**src/board_pkg.sv**
```systemverilog
`default_nettype none

package board_pkg;

    // Bus widths
    localparam int ADDR_W = 16;
    localparam int DATA_W = 32;

    // Address map, byte addresses
    localparam logic [ADDR_W-1:0] RAM_BASE       = 16'h0000;
    localparam logic [ADDR_W-1:0] KEY_DATA_ADDR  = 16'h1000;
    localparam logic [ADDR_W-1:0] KEY_STAT_ADDR  = 16'h1004;
    localparam logic [ADDR_W-1:0] UART_DATA_ADDR = 16'h1100;
    localparam logic [ADDR_W-1:0] UART_STAT_ADDR = 16'h1104;

    // Keyboard status register bits
    localparam int KEY_VALID_BIT   = 0;
    localparam int KEY_OVERRUN_BIT = 1;
    localparam int KEY_PARITY_BIT  = 2;

    // UART status register bits
    localparam int UART_BUSY_BIT = 0;

    // Address decode result
    typedef enum logic [1:0] {
        SLV_NONE,
        SLV_RAM,
        SLV_KEY,
        SLV_UART
    } slave_e;

    typedef enum logic [1:0] {
        BUS_IDLE,
        BUS_ACCESS,
        BUS_RESPOND
    } bus_state_e;

    // PS/2 receive frame position
    typedef enum logic [1:0] {
        PS2_IDLE,
        PS2_DATA,
        PS2_PARITY,
        PS2_STOP
    } ps2_state_e;

    typedef enum logic [1:0] {
        UART_IDLE,
        UART_START,
        UART_DATA,
        UART_STOP
    } uart_state_e;

endpackage

`default_nettype wire

```
**src/periph_if.sv**
```systemverilog
`timescale 1ns/1ps
`default_nettype none

interface periph_if;
    import board_pkg::*;

    // One-cycle access strobe from the bus controller
    logic              sel;
    logic              we;
    // Word address, byte offset already stripped
    logic [ADDR_W-3:0] addr;
    logic [DATA_W-1:0] wdata;
    // Registered by the peripheral, valid the cycle after sel
    logic [DATA_W-1:0] rdata;

    modport controller (
        output sel,
        output we,
        output addr,
        output wdata,
        input  rdata
    );

    modport peripheral (
        input  sel,
        input  we,
        input  addr,
        input  wdata,
        output rdata
    );

endinterface

`default_nettype wire

```
**src/keyboard_port.sv**
```systemverilog
`timescale 1ns/1ps
`default_nettype none

module keyboard_port (
    input  logic         CLOCK_50,
    input  logic         KEY0,
    periph_if.peripheral bus,
    input  logic         ps2_clk,
    input  logic         ps2_dat,
    output logic         irq,
    input  logic         irq_ack
);
    import board_pkg::*;

    localparam logic [ADDR_W-3:0] DATA_WORD = KEY_DATA_ADDR[ADDR_W-1:2];

    logic        clk_meta;
    logic        clk_sync;
    logic        clk_prev;
    logic        dat_meta;
    logic        dat_sync;
    logic        ps2_fall;
    ps2_state_e  state;
    logic [2:0]  bit_cnt;
    logic [7:0]  shift_reg;
    logic        parity_bit;
    logic        frame_end;
    logic        frame_ok;
    logic [7:0]  scan_code;
    logic        valid;
    logic        overrun;
    logic        parity_err;
    logic        rd_data;
    logic [DATA_W-1:0] status;

    // Two-flop synchronizers, line idles high
    always_ff @(posedge CLOCK_50 or negedge KEY0) begin
        if (!KEY0) begin
            clk_meta <= 1'b1;
            clk_sync <= 1'b1;
            clk_prev <= 1'b1;
            dat_meta <= 1'b1;
            dat_sync <= 1'b1;
        end else begin
            clk_meta <= ps2_clk;
            clk_sync <= clk_meta;
            clk_prev <= clk_sync;
            dat_meta <= ps2_dat;
            dat_sync <= dat_meta;
        end
    end

    assign ps2_fall  = clk_prev && !clk_sync;
    assign frame_end = ps2_fall && (state == PS2_STOP);
    // Odd parity over data and parity bit, stop must be high
    assign frame_ok  = dat_sync && (^{shift_reg, parity_bit});
    assign rd_data   = bus.sel && !bus.we && (bus.addr == DATA_WORD);

    always_ff @(posedge CLOCK_50 or negedge KEY0) begin
        if (!KEY0) begin
            state      <= PS2_IDLE;
            bit_cnt    <= 3'd0;
            valid      <= 1'b0;
            overrun    <= 1'b0;
            parity_err <= 1'b0;
            irq        <= 1'b0;
        end else begin
            if (ps2_fall) begin
                case (state)
                    PS2_IDLE: begin
                        // Start bit is low
                        if (!dat_sync) begin
                            state   <= PS2_DATA;
                            bit_cnt <= 3'd0;
                        end
                    end
                    PS2_DATA: begin
                        bit_cnt <= bit_cnt + 3'd1;
                        if (bit_cnt == 3'd7) begin
                            state <= PS2_PARITY;
                        end
                    end
                    PS2_PARITY: state <= PS2_STOP;
                    PS2_STOP:   state <= PS2_IDLE;
                    default:    state <= PS2_IDLE;
                endcase
            end
            if (rd_data) begin
                valid      <= 1'b0;
                overrun    <= 1'b0;
                parity_err <= 1'b0;
            end
            if (irq_ack) begin
                irq <= 1'b0;
            end
            // A new frame wins over read-clear and acknowledge
            if (frame_end) begin
                if (frame_ok) begin
                    valid <= 1'b1;
                    irq   <= 1'b1;
                    if (valid && !rd_data) begin
                        overrun <= 1'b1;
                    end
                end else begin
                    parity_err <= 1'b1;
                end
            end
        end
    end

    always_comb begin
        status                  = '0;
        status[KEY_VALID_BIT]   = valid;
        status[KEY_OVERRUN_BIT] = overrun;
        status[KEY_PARITY_BIT]  = parity_err;
    end

    // Frame shifter, code register and read data
    always_ff @(posedge CLOCK_50) begin
        if (ps2_fall && state == PS2_DATA) begin
            shift_reg <= {dat_sync, shift_reg[7:1]};
        end
        if (ps2_fall && state == PS2_PARITY) begin
            parity_bit <= dat_sync;
        end
        if (frame_end && frame_ok) begin
            scan_code <= shift_reg;
        end
        if (bus.sel) begin
            bus.rdata <= (bus.addr == DATA_WORD) ? {{(DATA_W-8){1'b0}}, scan_code} : status;
        end
    end

endmodule

`default_nettype wire

```
**src/flat_wrapper.sv**
```systemverilog
// flat-port wrapper written by rule: the top's interface ports become plain ports
module keyboard_port_flat import board_pkg::*;
  (CLOCK_50, KEY0, ps2_clk, ps2_dat, irq, irq_ack, bus_sel, bus_we, bus_addr, bus_wdata, bus_rdata);
  periph_if bus_i ();
  input  logic CLOCK_50;
  input  logic KEY0;
  input  logic ps2_clk;
  input  logic ps2_dat;
  output logic irq;
  input  logic irq_ack;
  input wire logic [$bits(bus_i.sel)-1:0] bus_sel;
  input wire logic [$bits(bus_i.we)-1:0] bus_we;
  input wire logic [$bits(bus_i.addr)-1:0] bus_addr;
  input wire logic [$bits(bus_i.wdata)-1:0] bus_wdata;
  output wire logic [$bits(bus_i.rdata)-1:0] bus_rdata;
  assign bus_i.sel = bus_sel;
  assign bus_i.we = bus_we;
  assign bus_i.addr = bus_addr;
  assign bus_i.wdata = bus_wdata;
  assign bus_rdata = bus_i.rdata;
  keyboard_port u_core (.CLOCK_50(CLOCK_50), .KEY0(KEY0), .bus(bus_i), .ps2_clk(ps2_clk), .ps2_dat(ps2_dat), .irq(irq), .irq_ack(irq_ack));
endmodule
```
**config.mk**
```make
export PLATFORM = sky130hd
export DESIGN_NAME = keyboard_port_flat
export DESIGN_NICKNAME = d
export VERILOG_FILES = /design/src/board_pkg.sv /design/src/periph_if.sv /design/src/keyboard_port.sv /design/src/flat_wrapper.sv
export SDC_FILE = /design/constraint.sdc
export NUM_CORES = 1
export LEC_CHECK = 0
export BUFFER_PORTS_ARGS = -buffer_cell sky130_fd_sc_hd__buf_4
export CAP_MARGIN = 25
export CORE_ASPECT_RATIO = 1.25
export CORE_MARGIN = 5
export CORE_UTILIZATION = 46
export CTS_CLUSTER_DIAMETER = 200
export CTS_CLUSTER_SIZE = 10
export DETAILED_ROUTE_END_ITERATION = 8
export HOLD_SLACK_MARGIN = 0.12
export PLACE_DENSITY = 0.8
export SLEW_MARGIN = 40
export SYNTH_ARGS = -nofsm -noshare
export SYNTH_HDL_FRONTEND = slang
export SYNTH_SLANG_ARGS = --single-unit
```
**constraint.sdc**
```tcl
create_clock -name CLOCK_50 -period 3 [get_ports CLOCK_50]
set_clock_uncertainty 0.15 [all_clocks]
set_input_delay 0.6 -clock CLOCK_50 [delete_from_list [all_inputs] [get_ports CLOCK_50]]
set_output_delay 0.6 -clock CLOCK_50 [all_outputs]
set_load 0.1 [all_outputs]
```
=== Word-level counts from Yosys, hierarchy flattened ===
Cells that the tools add are included.

* $add $sub $neg: 1
* Equality and inequality tests: 7
* Multiplexer cells: 19
* Reduce and logical (&&, ||, !) cells: 17

{| class="wikitable"
|+ Operators with widths
! operator !! count
|-
| equality test 14 x 11 -> 1 bit, second input constant || 1
|-
| 2-to-1 mux 1 bit || 13
|-
| logical AND 1 bit || 9
|-
| XOR reduction 9 bit || 1
|-
| case mux 2 bit (4 select lines) || 1
|-
| 2-to-1 mux 3 bit || 2
|-
| case mux 3 bit (2 select lines) || 1
|-
| AND reduction 3 bit || 2
|-
| equality test 2 bit, second input constant || 2
|-
| 2-to-1 mux 2 bit || 2
|-
| adder 3 x 1 -> 3 bit, second input constant || 1
|-
| equality test 3 bit, second input constant || 1
|-
| zero test 1 bit || 3
|-
| equality test 2 x 1 -> 1 bit, second input constant || 1
|-
| zero test 2 bit || 1
|-
| != test 2 x 1 -> 1 bit, second input constant || 1
|-
| != test 2 bit, second input constant || 1
|-
| nonzero test 2 bit || 1
|}

* Register bits after elaboration: 63
* Output and inout port bits: 33
* Logic and storage cells: 60

=== Depth between registers and ports, before layout ===
Gate-level depths: netlist (run 1).

* Depth in word-level cells: 8
* Gate-level depth with buffers: 5
* Depth with buffers taken out: 5

=== Worst setup path after synthesis (run 1) ===
No wires, ideal clock.

* Path kind: register to register
* From: register u_core.shift_reg[1]
* To: register u_core.scan_code[0], enable pin
* Setup time: 324 ps
* Arrival: 1378 ps
* Required time: 2526 ps
* Slack: 1148 ps
* Stages on the path, launching flop included: 5
* Path buffers: 0
* Clock period less this slack: 1852 ps
* Cells stage by stage: edfxtp_1 xor2_1 xnor3_1 mux2i_2 inv_1

* Longest elaborated chain between the ends: 3

{| class="wikitable"
|+ RTL lines
! item !! line !! RTL
|-
| start: declaration || keyboard_port.sv:25 || <nowiki>logic [7:0] shift_reg;</nowiki>
|-
| start signal: assignment || keyboard_port.sv:121 || <nowiki>shift_reg <= {dat_sync, shift_reg[7:1]};</nowiki>
|-
| XOR reduction 9 bit || keyboard_port.sv:56 || <nowiki>assign frame_ok = dat_sync && (^{shift_reg, parity_bit});</nowiki>
|-
| logical AND 1 bit || keyboard_port.sv:56 ||
|-
| logical AND 1 bit || keyboard_port.sv:126 || <nowiki>if (frame_end && frame_ok) begin</nowiki>
|-
| end signal: assignment || keyboard_port.sv:127 || <nowiki>scan_code <= shift_reg;</nowiki>
|-
| end: declaration || keyboard_port.sv:29 || <nowiki>logic [7:0] scan_code;</nowiki>
|}

Every way passes these cells.
A chain may end at the register's enable or synchronous reset.

=== Worst setup path after layout (run 1) ===
* From: register u_core.shift_reg[1]
* To: register u_core.scan_code[7], enable pin

Same word-level chain as after synthesis.

==> results of run 1 <==
area by class of cell:
cell class,count,area [sq um]
fillers,328,1700
clock inverters,1,3.75
well taps,40,50.0
repair buffers,30,228
inverters,7,26.3
multi-input cells,82,523
clock buffers,7,86.3
flip-flops and latches,39,1110
routing by layer:
metal / GRT usage / vias up / share of wire
met5: 0 / - / 0
met4: 0.0560 / 0 / 0.017
met3: 0.0396 / 4 / 0.11
met2: 0.199 / 37 / 0.56
met1: 0.101 / 457 / 0.32
li1: - / 467 / -
kinds of logic (layout without fill, tap and decap cells):
family          after synthesis  after routing
mux                           4              4
fa+ha+maj                     6              6
buf+inv                      32             45
simple gates                 31             31
xor+xnor                      6              6
compound gates               11             11
other cells                   1             24
flops                        39             39
power by group through the flow:
stage,clock [uW],sequential [uW],combinational (uW)
after detailed placement,0,698,415
final,342,685,414
after CTS,358,687,418
after floorplan,0,744,312
after global placement,0,691,400
after global routing,381,695,451
Yosys cell counts:
cell type,count
edfxtp_1,25
buf_4,24
nand2_1,10
dfrtp_1,9
inv_1,7
and2_1,6
ha_1,6
dfstp_2,5
o21ai_0,5
nor2_1,4
nand2b_1,3
xnor2_1,3
a22o_1,2
mux2_2,2
nor4_1,2
o21ai_1,2
a21oi_1,1
and4_1,1
clkbuf_1,1
conb_1,1
mux2i_1,1
mux2i_2,1
nand3b_1,1
nand4_1,1
nor3_1,1
nor3b_1,1
nor4b_1,1
o211ai_1,1
xnor3_1,1
xor2_1,1
xor3_1,1
cell usage in the layout (no fill, tap or decap):
cell,synthesis,layout
clkbuf_1,1,1
nand2b_1,3,3
dfrtp_1,9,9
xor2_1,1,1
dfstp_2,5,5
ha_1,6,6
o21ai_1,2,2
xnor2_1,3,3
conb_1,1,24
clkbuf_8,0,6
nor4_1,2,2
inv_1,7,7
nor3b_1,1,1
a22o_1,2,2
mux2i_2,1,1
edfxtp_1,25,25
and2_1,6,6
mux2i_1,1,1
nor2_1,4,4
and4_1,1,1
clkinv_1,0,1
o211ai_1,1,1
o21ai_0,5,5
nor4b_1,1,1
nand4_1,1,1
nand2_1,10,10
buf_4,24,29
xnor3_1,1,1
nand3b_1,1,1
mux2_2,2,2
a21oi_1,1,1
nor3_1,1,1
xor3_1,1,1
dlygate4sd3_1,0,1
worst max path at each step:
| stage | endpoint | startpoint | cells after the start |
|---|---|---|---|
| after floorplan | u_core.scan_code[0] | u_core.shift_reg[1] | 4 |
| after global placement | u_core.overrun | bus_addr[9] | 5 |
| after detailed placement | u_core.valid | bus_addr[9] | 5 |
| after CTS | u_core.scan_code[7] | u_core.shift_reg[1] | 4 |
| after global routing | u_core.scan_code[4] | u_core.shift_reg[5] | 4 |
| final | u_core.scan_code[7] | u_core.shift_reg[1] | 4 |
through the flow:
| step | instance area, sq um | power (uW) | hold slack (ns) | setup WS (ns) |
|---|---|---|---|---|
| floorplan | 1840 | 1060 | 0.154 | 1.15 |
| global placement | 1920 | 1090 | 0.196 | 1.00 |
| detailed placement | 1920 | 1110 | 0.201 | 0.954 |
| CTS | 2020 | 1460 | 0.211 | 0.973 |
| global route | 2020 | 1530 | 0.216 | 0.866 |
| finish | 2020 | 1440 | 0.209 | 1.00 |
what timing repair did:
item	CTS	global route
hold buffers	1	0
endpoints found under the hold margin	9	0
buffers inserted	0	0
==> flow_summary_export.csv, run 1 <==
group,metric,value,unit
grt,grt_usage,0.108,
timing,setup_tns,0,ns
place,place_hpwl,2.07,mm
setup_path,cpPeakStageDelay,0.45,ns
synth,yosys_warnings,0,
grt,grt_pass1_vias,950,
timing,finalSetupViolations,0,
detailed_routing,first_pass_iters,4,
setup_path,critPathKind,"register to register",
die,die_h,79.0,um
detailed_routing,drc,0,
power,p_clk_frac,0.237,
die,die_w,65.2,um
detailed_routing,dr_total_vias,965,
detailed_routing,vias_per_cell,4.68,
synth,synth_top_area_share,0.428,
setup_path,crit_path_start_kind,"register",
power,power.switching,490,uW
power,comb_power_share,0.287,
synth,netlist_instances,130,
synth,yosys.area_share.simple,0.0942,
timing,max_freq,501,MHz
finish,final_cells,206,
die,dieArea,0.00516,sq mm
timing,fin_crit_sh,0.665,
setup_path,reg2reg_from,"u_core.shift_reg[1]",
setup_path,crit_required,2.85,ns
synth,synthTopCellsByArea,"edfxtp_1 43%, dfrtp_1 13%, buf_4 10%",
detailed_routing,totalWireLength,2.54,mm
cts,cts_tree,"done",
place,place_inst,197,
synth,ys_types,31,
timing,grt_setup_unrepaired,"false",
timing,period_needed,2.00,ns
finish,syn_to_final_growth,15.4,%
finish,antenna_cells,0,
min_path,hold_start,"u_core.clk_meta",
timing,worst_pin_slew,0.597,ns
die,num_rows,25,
setup_path,critPathBufInv,1,
cts,clockBufferDepth,2,
place,io_buffers,29,
setup_path,r2r_end,"u_core.scan_code[7]",
setup_path,crit_arrival,1.85,ns
synth,ys_seq_elements,39,
power,p_sw_frac,0.340,
power,p_per_area,712,mW/mm^2
min_path,whs_path_depth,0,
cts,path_clk_slew,0.07,ns
timing,slew_headroom,0.600,
setup_path,path_cells,"xor2_1 -> xnor3_1 -> mux2i_2 -> inv_1",
min_path,hp-class,"register to register",
setup_path,reg2reg_slack,1.00,ns
detailed_routing,dr.first_iter.drc_count,19,
power,leakage,0.000883,uW
finish,nNetsFinal,224,
die,initial_core_util,0.471,
synth,synth_compound_area_frac,0.0371,
setup_path,endpoint_kind,"register",
cts,numClockSinks,39,
setup_path,path_delay_family,"XOR/XNOR gates",
finish,drive_gt1_frac,0.259,
finish,finish.utilization,0.544,
power,peakVddDrop,0.360,mV
flow_run,drv_cap,0,
timing,finalHoldViolCount,0,
synth,synth_seq_area_share,0.631,
detailed_routing,ant_nets,0,
synth,synth_mux_area_frac,0.0264,
synth,synth_fa_ha_area_frac,0.0428,
grt,antenna_found_initial,0,
place,gp_congestion,0.757,
cts,cts_root_buf,"clkbuf_8",
min_path,whs_endpoint,"u_core.clk_sync",
power,power_frac_seq,0.475,
synth,synth_top_area_cell,"edfxtp_1",
grt,grt_remaining_overflow,0,
synth,syn-mean-instance-area,13.5,sq um
synth,syn_area,0.00175,sq mm
status,status,"complete, no violations",
cts,post_cts_resize_count,0,
setup_path,ff2ff_path_depth,4,
detailed_routing,drt-wirelength-per-cell,12.3,um
setup_path,cp_slowest_cell,"xnor3_1",
grt,grt_pass1_wl,4.20,mm
grt,grt_max_degree,15,
cts,insertion_delay,0.28,ns
power,p_int,952,uW
synth,synth_top_family_by_area,"buffers and inverters",
cts,cts_buffers,5,
setup_path,critPathMaxFanout,8,
synth,synth_xor_area_frac,0.0464,
die,pin_count,86,
cts,htreeDepth,2,
die,core_area,0.00372,sq mm
timing,finalMaxSlewViolations,0,
Power figures use the tool's default switching activity.
==> run 2, diff against run 1 <==
- CORE_UTILIZATION: 46 -> 45
- PLACE_DENSITY: 0.8 -> 0.79
- clock period: 3 -> 2.1 ns (I/O delays scaled with it)
==> run 2 against run 1 <==
Effect of this change:
- total power increased by 43%
- global-route usage decreased by 0.94 points
- fmax increased by 1.7%
- final cell count increased by 8.7%
- critical path depth unchanged
- via count unchanged
- core utilization increased by 0.36 points
- hold slack got worse by 0.064 ns
- first-iteration DRC count decreased by 32%
- flip-flop and latch count unchanged
- cell area increased by 2.3%
==> flow_summary_export.csv, run 2 (synthesized netlist as in run 1, its figures left out) <==
group,metric,value,unit
timing,fin_crit_sh,0.934,
power,fin_total_pwr,2060,uW
power,p_int,1340,uW
setup_path,endpoint_kind,"register",
cts,cts_tree,"done",
die,pin_count,86,
die,die_w,65.8,um
setup_path,crit_required,1.92,ns
status,status,"complete, no violations",
finish,mostFrequentLayoutCells,"31 x buf_4, 25 x edfxtp_1, 24 x conb_1",
setup_path,critPathMaxFanout,8,
power,power_frac_seq,0.476,
detailed_routing,dr.first_iter.drc_count,13,
power,p_sw_frac,0.350,
power,peakVddDrop,0.653,mV
cts,cts_root_buf,"clkbuf_8",
detailed_routing,ant_nets,0,
timing,max_freq,510,MHz
place,gp_congestion,0.794,
detailed_routing,vias_per_cell,4.31,
cts,path_clk_slew,0.07,ns
detailed_routing,wl_met2,1.27,mm
finish,final_common_cell,"buf_4",
setup_path,critPathKind,"register to register",
cts,cts_buffers,5,
die,die_h,79.8,um
grt,grt_pass1_vias,916,
grt,grt_usage,0.0984,
die,dieArea,0.00525,sq mm
detailed_routing,top_layer,"met4",
power,power.switching,720,uW
finish,nNetsFinal,228,
timing,grt_setup_unrepaired,"false",
timing,finalHoldViolCount,0,
timing,finalSetupViolations,0,
flow_run,drv_cap,0,
finish,drive_gt1_frac,0.271,
timing,hold_ws,0.145,ns
cts,insertion_delay,0.29,ns
detailed_routing,first_pass_iters,4,
detailed_routing,dr_total_vias,965,
detailed_routing,totalWireLength,2.44,mm
die,initial_core_util,0.463,
power,leakage,0.000896,uW
min_path,hp-class,"input pin to register",
grt,antenna_found_initial,0,
place,io_buffers,29,
timing,setup_tns,0,ns
grt,grt_max_degree,15,
finish,syn_to_final_growth,18.1,%
cts,htreeDepth,2,
cts,post_cts_resize_count,0,
setup_path,crit_arrival,1.78,ns
cts,clockBufferDepth,2,
die,core_area,0.00378,sq mm
detailed_routing,drt-met1-wl,839,um
power,p_per_area,993,mW/mm^2
power,p_clk_frac,0.231,
timing,finalMaxSlewViolations,0,
die,num_rows,25,
power,comb_power_share,0.293,
finish,fill_cells,309,
detailed_routing,route.met3.wl,288,um
finish,antenna_cells,0,
place,place_hpwl,1.98,mm
detailed_routing,drt-wirelength-per-cell,10.9,um
grt,grt_pass1_wl,3.88,mm
detailed_routing,drc,0,
cts,numClockSinks,39,
finish,finish.utilization,0.547,
timing,period_needed,1.96,ns
setup_path,crit_path_start_kind,"register",
grt,grt_remaining_overflow,0,
-- run 2: cell count changes in the layout (fill, tap and decap cells not counted), sizes merged --
cell / delta
buf: +2
clkbuf: -1
clkinvlp: +1
dlygate4sd3: +2
-- run 2: cell type report --
cell class,instances,area (sq um),share of cell area
Inverter,7,26.3,0.0127
Timing Repair Buffer,34,263,0.127
Clock buffer,6,72.6,0.0350
Multi-Input combinational cell,82,523,0.252
Clock inverter,2,12.5,0.00604
Sequential cell,39,1110,0.534
Tap cell,54,67.6,0.0326
-- run 2: per-layer routing --
layer,global-route usage,vias to the layer above
met5,0,-
met4,0.0498,0
met3,0.0338,5
met2,0.185,46
met1,0.0911,438
li1,-,476
-- run 2: path summary, 6_finish.rpt --
| check | cells after the start | end | slack [ns] | from |
|---|---|---|---|---|
| worst max register to register | 4 | u_core.scan_code[0] | 0.14 | u_core.shift_reg[1] |
| worst min register to register | 0 | u_core.dat_sync | 0.21 | u_core.dat_meta |
| min in group asynchronous | 2 | u_core.bit_cnt[2] | 0.36 | KEY0 |
| max in group asynchronous | 2 | u_core.clk_prev | 1.20 | KEY0 |
| worst max-delay path | 4 | u_core.scan_code[0] | 0.14 | u_core.shift_reg[1] |
| worst min-delay path | 2 | u_core.irq | 0.14 | irq_ack |
-- run 2: repair_timing --
item | in CTS | in global routing
endpoints found under the setup margin | 0 | 0
hold buffers | 3 | 0
hold endpoints to repair | 16 | 0
setup buffers | 0 | 0
-- run 2: per-stage QoR --
step | setup WS [ns] | instance area, sq um | instances
floorplan | 0.248 | 1840 | 153
global placement | 0.165 | 1960 | 213
detailed placement | 0.119 | 1960 | 213
CTS | 0.107 | 2070 | 224
global route | 0.0255 | 2070 | 224
finish | 0.138 | 2070 | 224
-- run 2: worst max-delay path: stages (launching register included) --
cell	delay [ns]
edfxtp_1	0.43
xor2_1	0.18
xnor3_1	0.47
mux2i_2	0.18
inv_1	0.23
-- run 2: power by group through the flow --
stage / clock, uW / sequential [uW] / combinational [uW]
detailed placement: 0 / 997 / 603
CTS: 489 / 982 / 610
floorplan: 0 / 1060 / 445
finish: 474 / 979 / 603
global route: 526 / 992 / 647
global placement: 0 / 988 / 578
==> run 3, diff against run 2 <==
- CELL_PAD_IN_SITES_DETAIL_PLACEMENT: not set -> 1
- CELL_PAD_IN_SITES_GLOBAL_PLACEMENT: not set -> 2
- CORE_UTILIZATION: 45 -> 28
==> run 3 against run 2 <==
Effect of this change:
- first-iteration DRC count rose to 2.8 times the previous value
- largest power group unchanged
- count of clock-buffer cells in the layout fell by 1
- register-to-register slack improved by 0.07 ns
- fmax rose by 3.9%
- final cell count rose by 14%
- flip-flop and latch count did not move
==> flow_summary_export.csv, run 3 (synthesized netlist as in run 1, its figures left out) <==
group,metric,value,unit
finish,drive_gt1_frac,0.282,
timing,grt_setup_unrepaired,"false",
timing,hold_ws,0.147,ns
setup_path,ff2ff_path_depth,4,
finish,nNetsFinal,228,
setup_path,reg2reg_from,"u_core.shift_reg[4]",
timing,period_needed,1.89,ns
die,core_area,0.00613,sq mm
cts,insertion_delay,0.29,ns
cts,cts_root_buf,"clkbuf_8",
min_path,whs_path_depth,2,
detailed_routing,vias_per_cell,3.91,
die,die_h,98.5,um
grt,grt_pass1_wl,4.57,mm
timing,finalHoldViolCount,0,
cts,cts_tree,"done",
detailed_routing,ant_nets,0,
grt,grt_remaining_overflow,0,
timing,max_freq,530,MHz
timing,setup_tns,0,ns
flow_run,drv_cap,0,
detailed_routing,dr_total_vias,998,
place,gp_congestion,0.664,
grt,grt_max_degree,15,
setup_path,critPathKind,"register to register",
min_path,whs_endpoint,"u_core.irq",
status,status,"complete, no violations",
timing,finalSetupViolations,0,
min_path,hp-class,"input pin to register",
cts,path_clk_slew,0.08,ns
die,num_rows,32,
setup_path,endpoint_kind,"register",
power,leakage,0.000892,uW
die,die_w,80.8,um
die,dieArea,0.00796,sq mm
die,initial_core_util,0.286,
finish,finish.utilization,0.345,
finish,fill_cells,688,
power,p_per_area,980,mW/mm^2
cts,cts_buffers,5,
place,place_hpwl,2.25,mm
finish,syn_to_final_growth,20.5,%
power,peakVddDrop,0.346,mV
setup_path,crit_required,1.94,ns
die,pin_count,86,
detailed_routing,drc,0,
detailed_routing,first_pass_iters,2,
setup_path,critPathMaxFanout,8,
setup_path,crit_arrival,1.73,ns
detailed_routing,dr.first_iter.drc_count,37,
finish,antenna_cells,0,
cts,clockBufferDepth,2,
cts,numClockSinks,39,
grt,grt_pass1_vias,1012,
place,place_inst,244,
finish,final_common_cell,"buf_4",
detailed_routing,drt-wirelength-per-cell,11.1,um
grt,antenna_found_initial,0,
timing,fin_crit_sh,0.899,
setup_path,r2r_end,"u_core.scan_code[6]",
setup_path,crit_path_start_kind,"register",
detailed_routing,totalWireLength,2.83,mm
place,io_buffers,29,
min_path,hold_start,"irq_ack",
setup_path,reg2reg_slack,0.21,ns
finish,mostFrequentLayoutCells,"31 x buf_4, 25 x edfxtp_1, 24 x conb_1",
cts,htreeDepth,2,
finish,final_cells,255,
timing,finalMaxSlewViolations,0,
grt,grt_usage,0.0753,
## run 3: cell types whose count changed in the layout (fill, tap and decap cells not counted)
cell	delta
inv_1	-1
inv_2	+1
clkbuf_1	-1
clkinvlp_4	+1
## run 3: worst max-delay path, cell delays in order, from the launching register on
cell	delay, ns
edfxtp_1	0.44
xor2_1	0.16
xnor3_1	0.47
mux2i_2	0.19
inv_2	0.17
## run 3: per-stage QoR
| stage | worst slack [ns] | total power [uW] | area, sq um |
|---|---|---|---|
| finish | 0.212 | 2070 | 2110 |
| global route | 0.114 | 2200 | 2110 |
| CTS | 0.0723 | 2120 | 2110 |
| detailed placement | 0.0881 | 1600 | 2000 |
| global placement | 0.131 | 1580 | 2000 |
| floorplan | 0.248 | 1510 | 1840 |
## run 3: layer usage
metal | routed length (um) | GRT usage | up-vias
li1 | - | - | 473
met1 | 935 | 0.0735 | 484
met2 | 1570 | 0.136 | 37
met3 | 281 | 0.0274 | 4
met4 | 46 | 0.0390 | 0
met5 | 0 | 0 | -
## run 3: power by group
group	switching, uW	internal, uW
logic	420	180
registers	55.2	923
clock network	264	231
## run 3: worst max-delay path by stage
stage / from / endpoint / slack [ns] / depth (start not counted)
after floorplan: u_core.shift_reg[1] / u_core.scan_code[0] / 0.25 / 4
after global placement: u_core.shift_reg[1] / u_core.scan_code[7] / 0.13 / 4
after detailed placement: u_core.shift_reg[4] / u_core.scan_code[6] / 0.09 / 4
after CTS: u_core.shift_reg[4] / u_core.scan_code[2] / 0.07 / 4
after global routing: u_core.shift_reg[4] / u_core.scan_code[2] / 0.11 / 4
final: u_core.shift_reg[4] / u_core.scan_code[6] / 0.21 / 4
## run 3: final cells by class
type	count	area (sq um)	area share
clock inverter	3	20.0	0.00947
inverter	7	26.3	0.0124
sequential	39	1110	0.524
multi-input combinational	82	523	0.247
timing repair buffer	34	263	0.124
tap	85	106	0.0503
clock buffer	5	68.8	0.0325
## run 3: repair_timing
| action | 4_1_cts | 5_1_grt |
|---|---|---|
| buffers inserted | 0 | 0 |
| resized for setup | 0 | 1 |
| hold buffers | 3 | 0 |
| endpoints found under the hold margin | 16 | 0 |
| setup endpoints to repair | 0 | 8 |
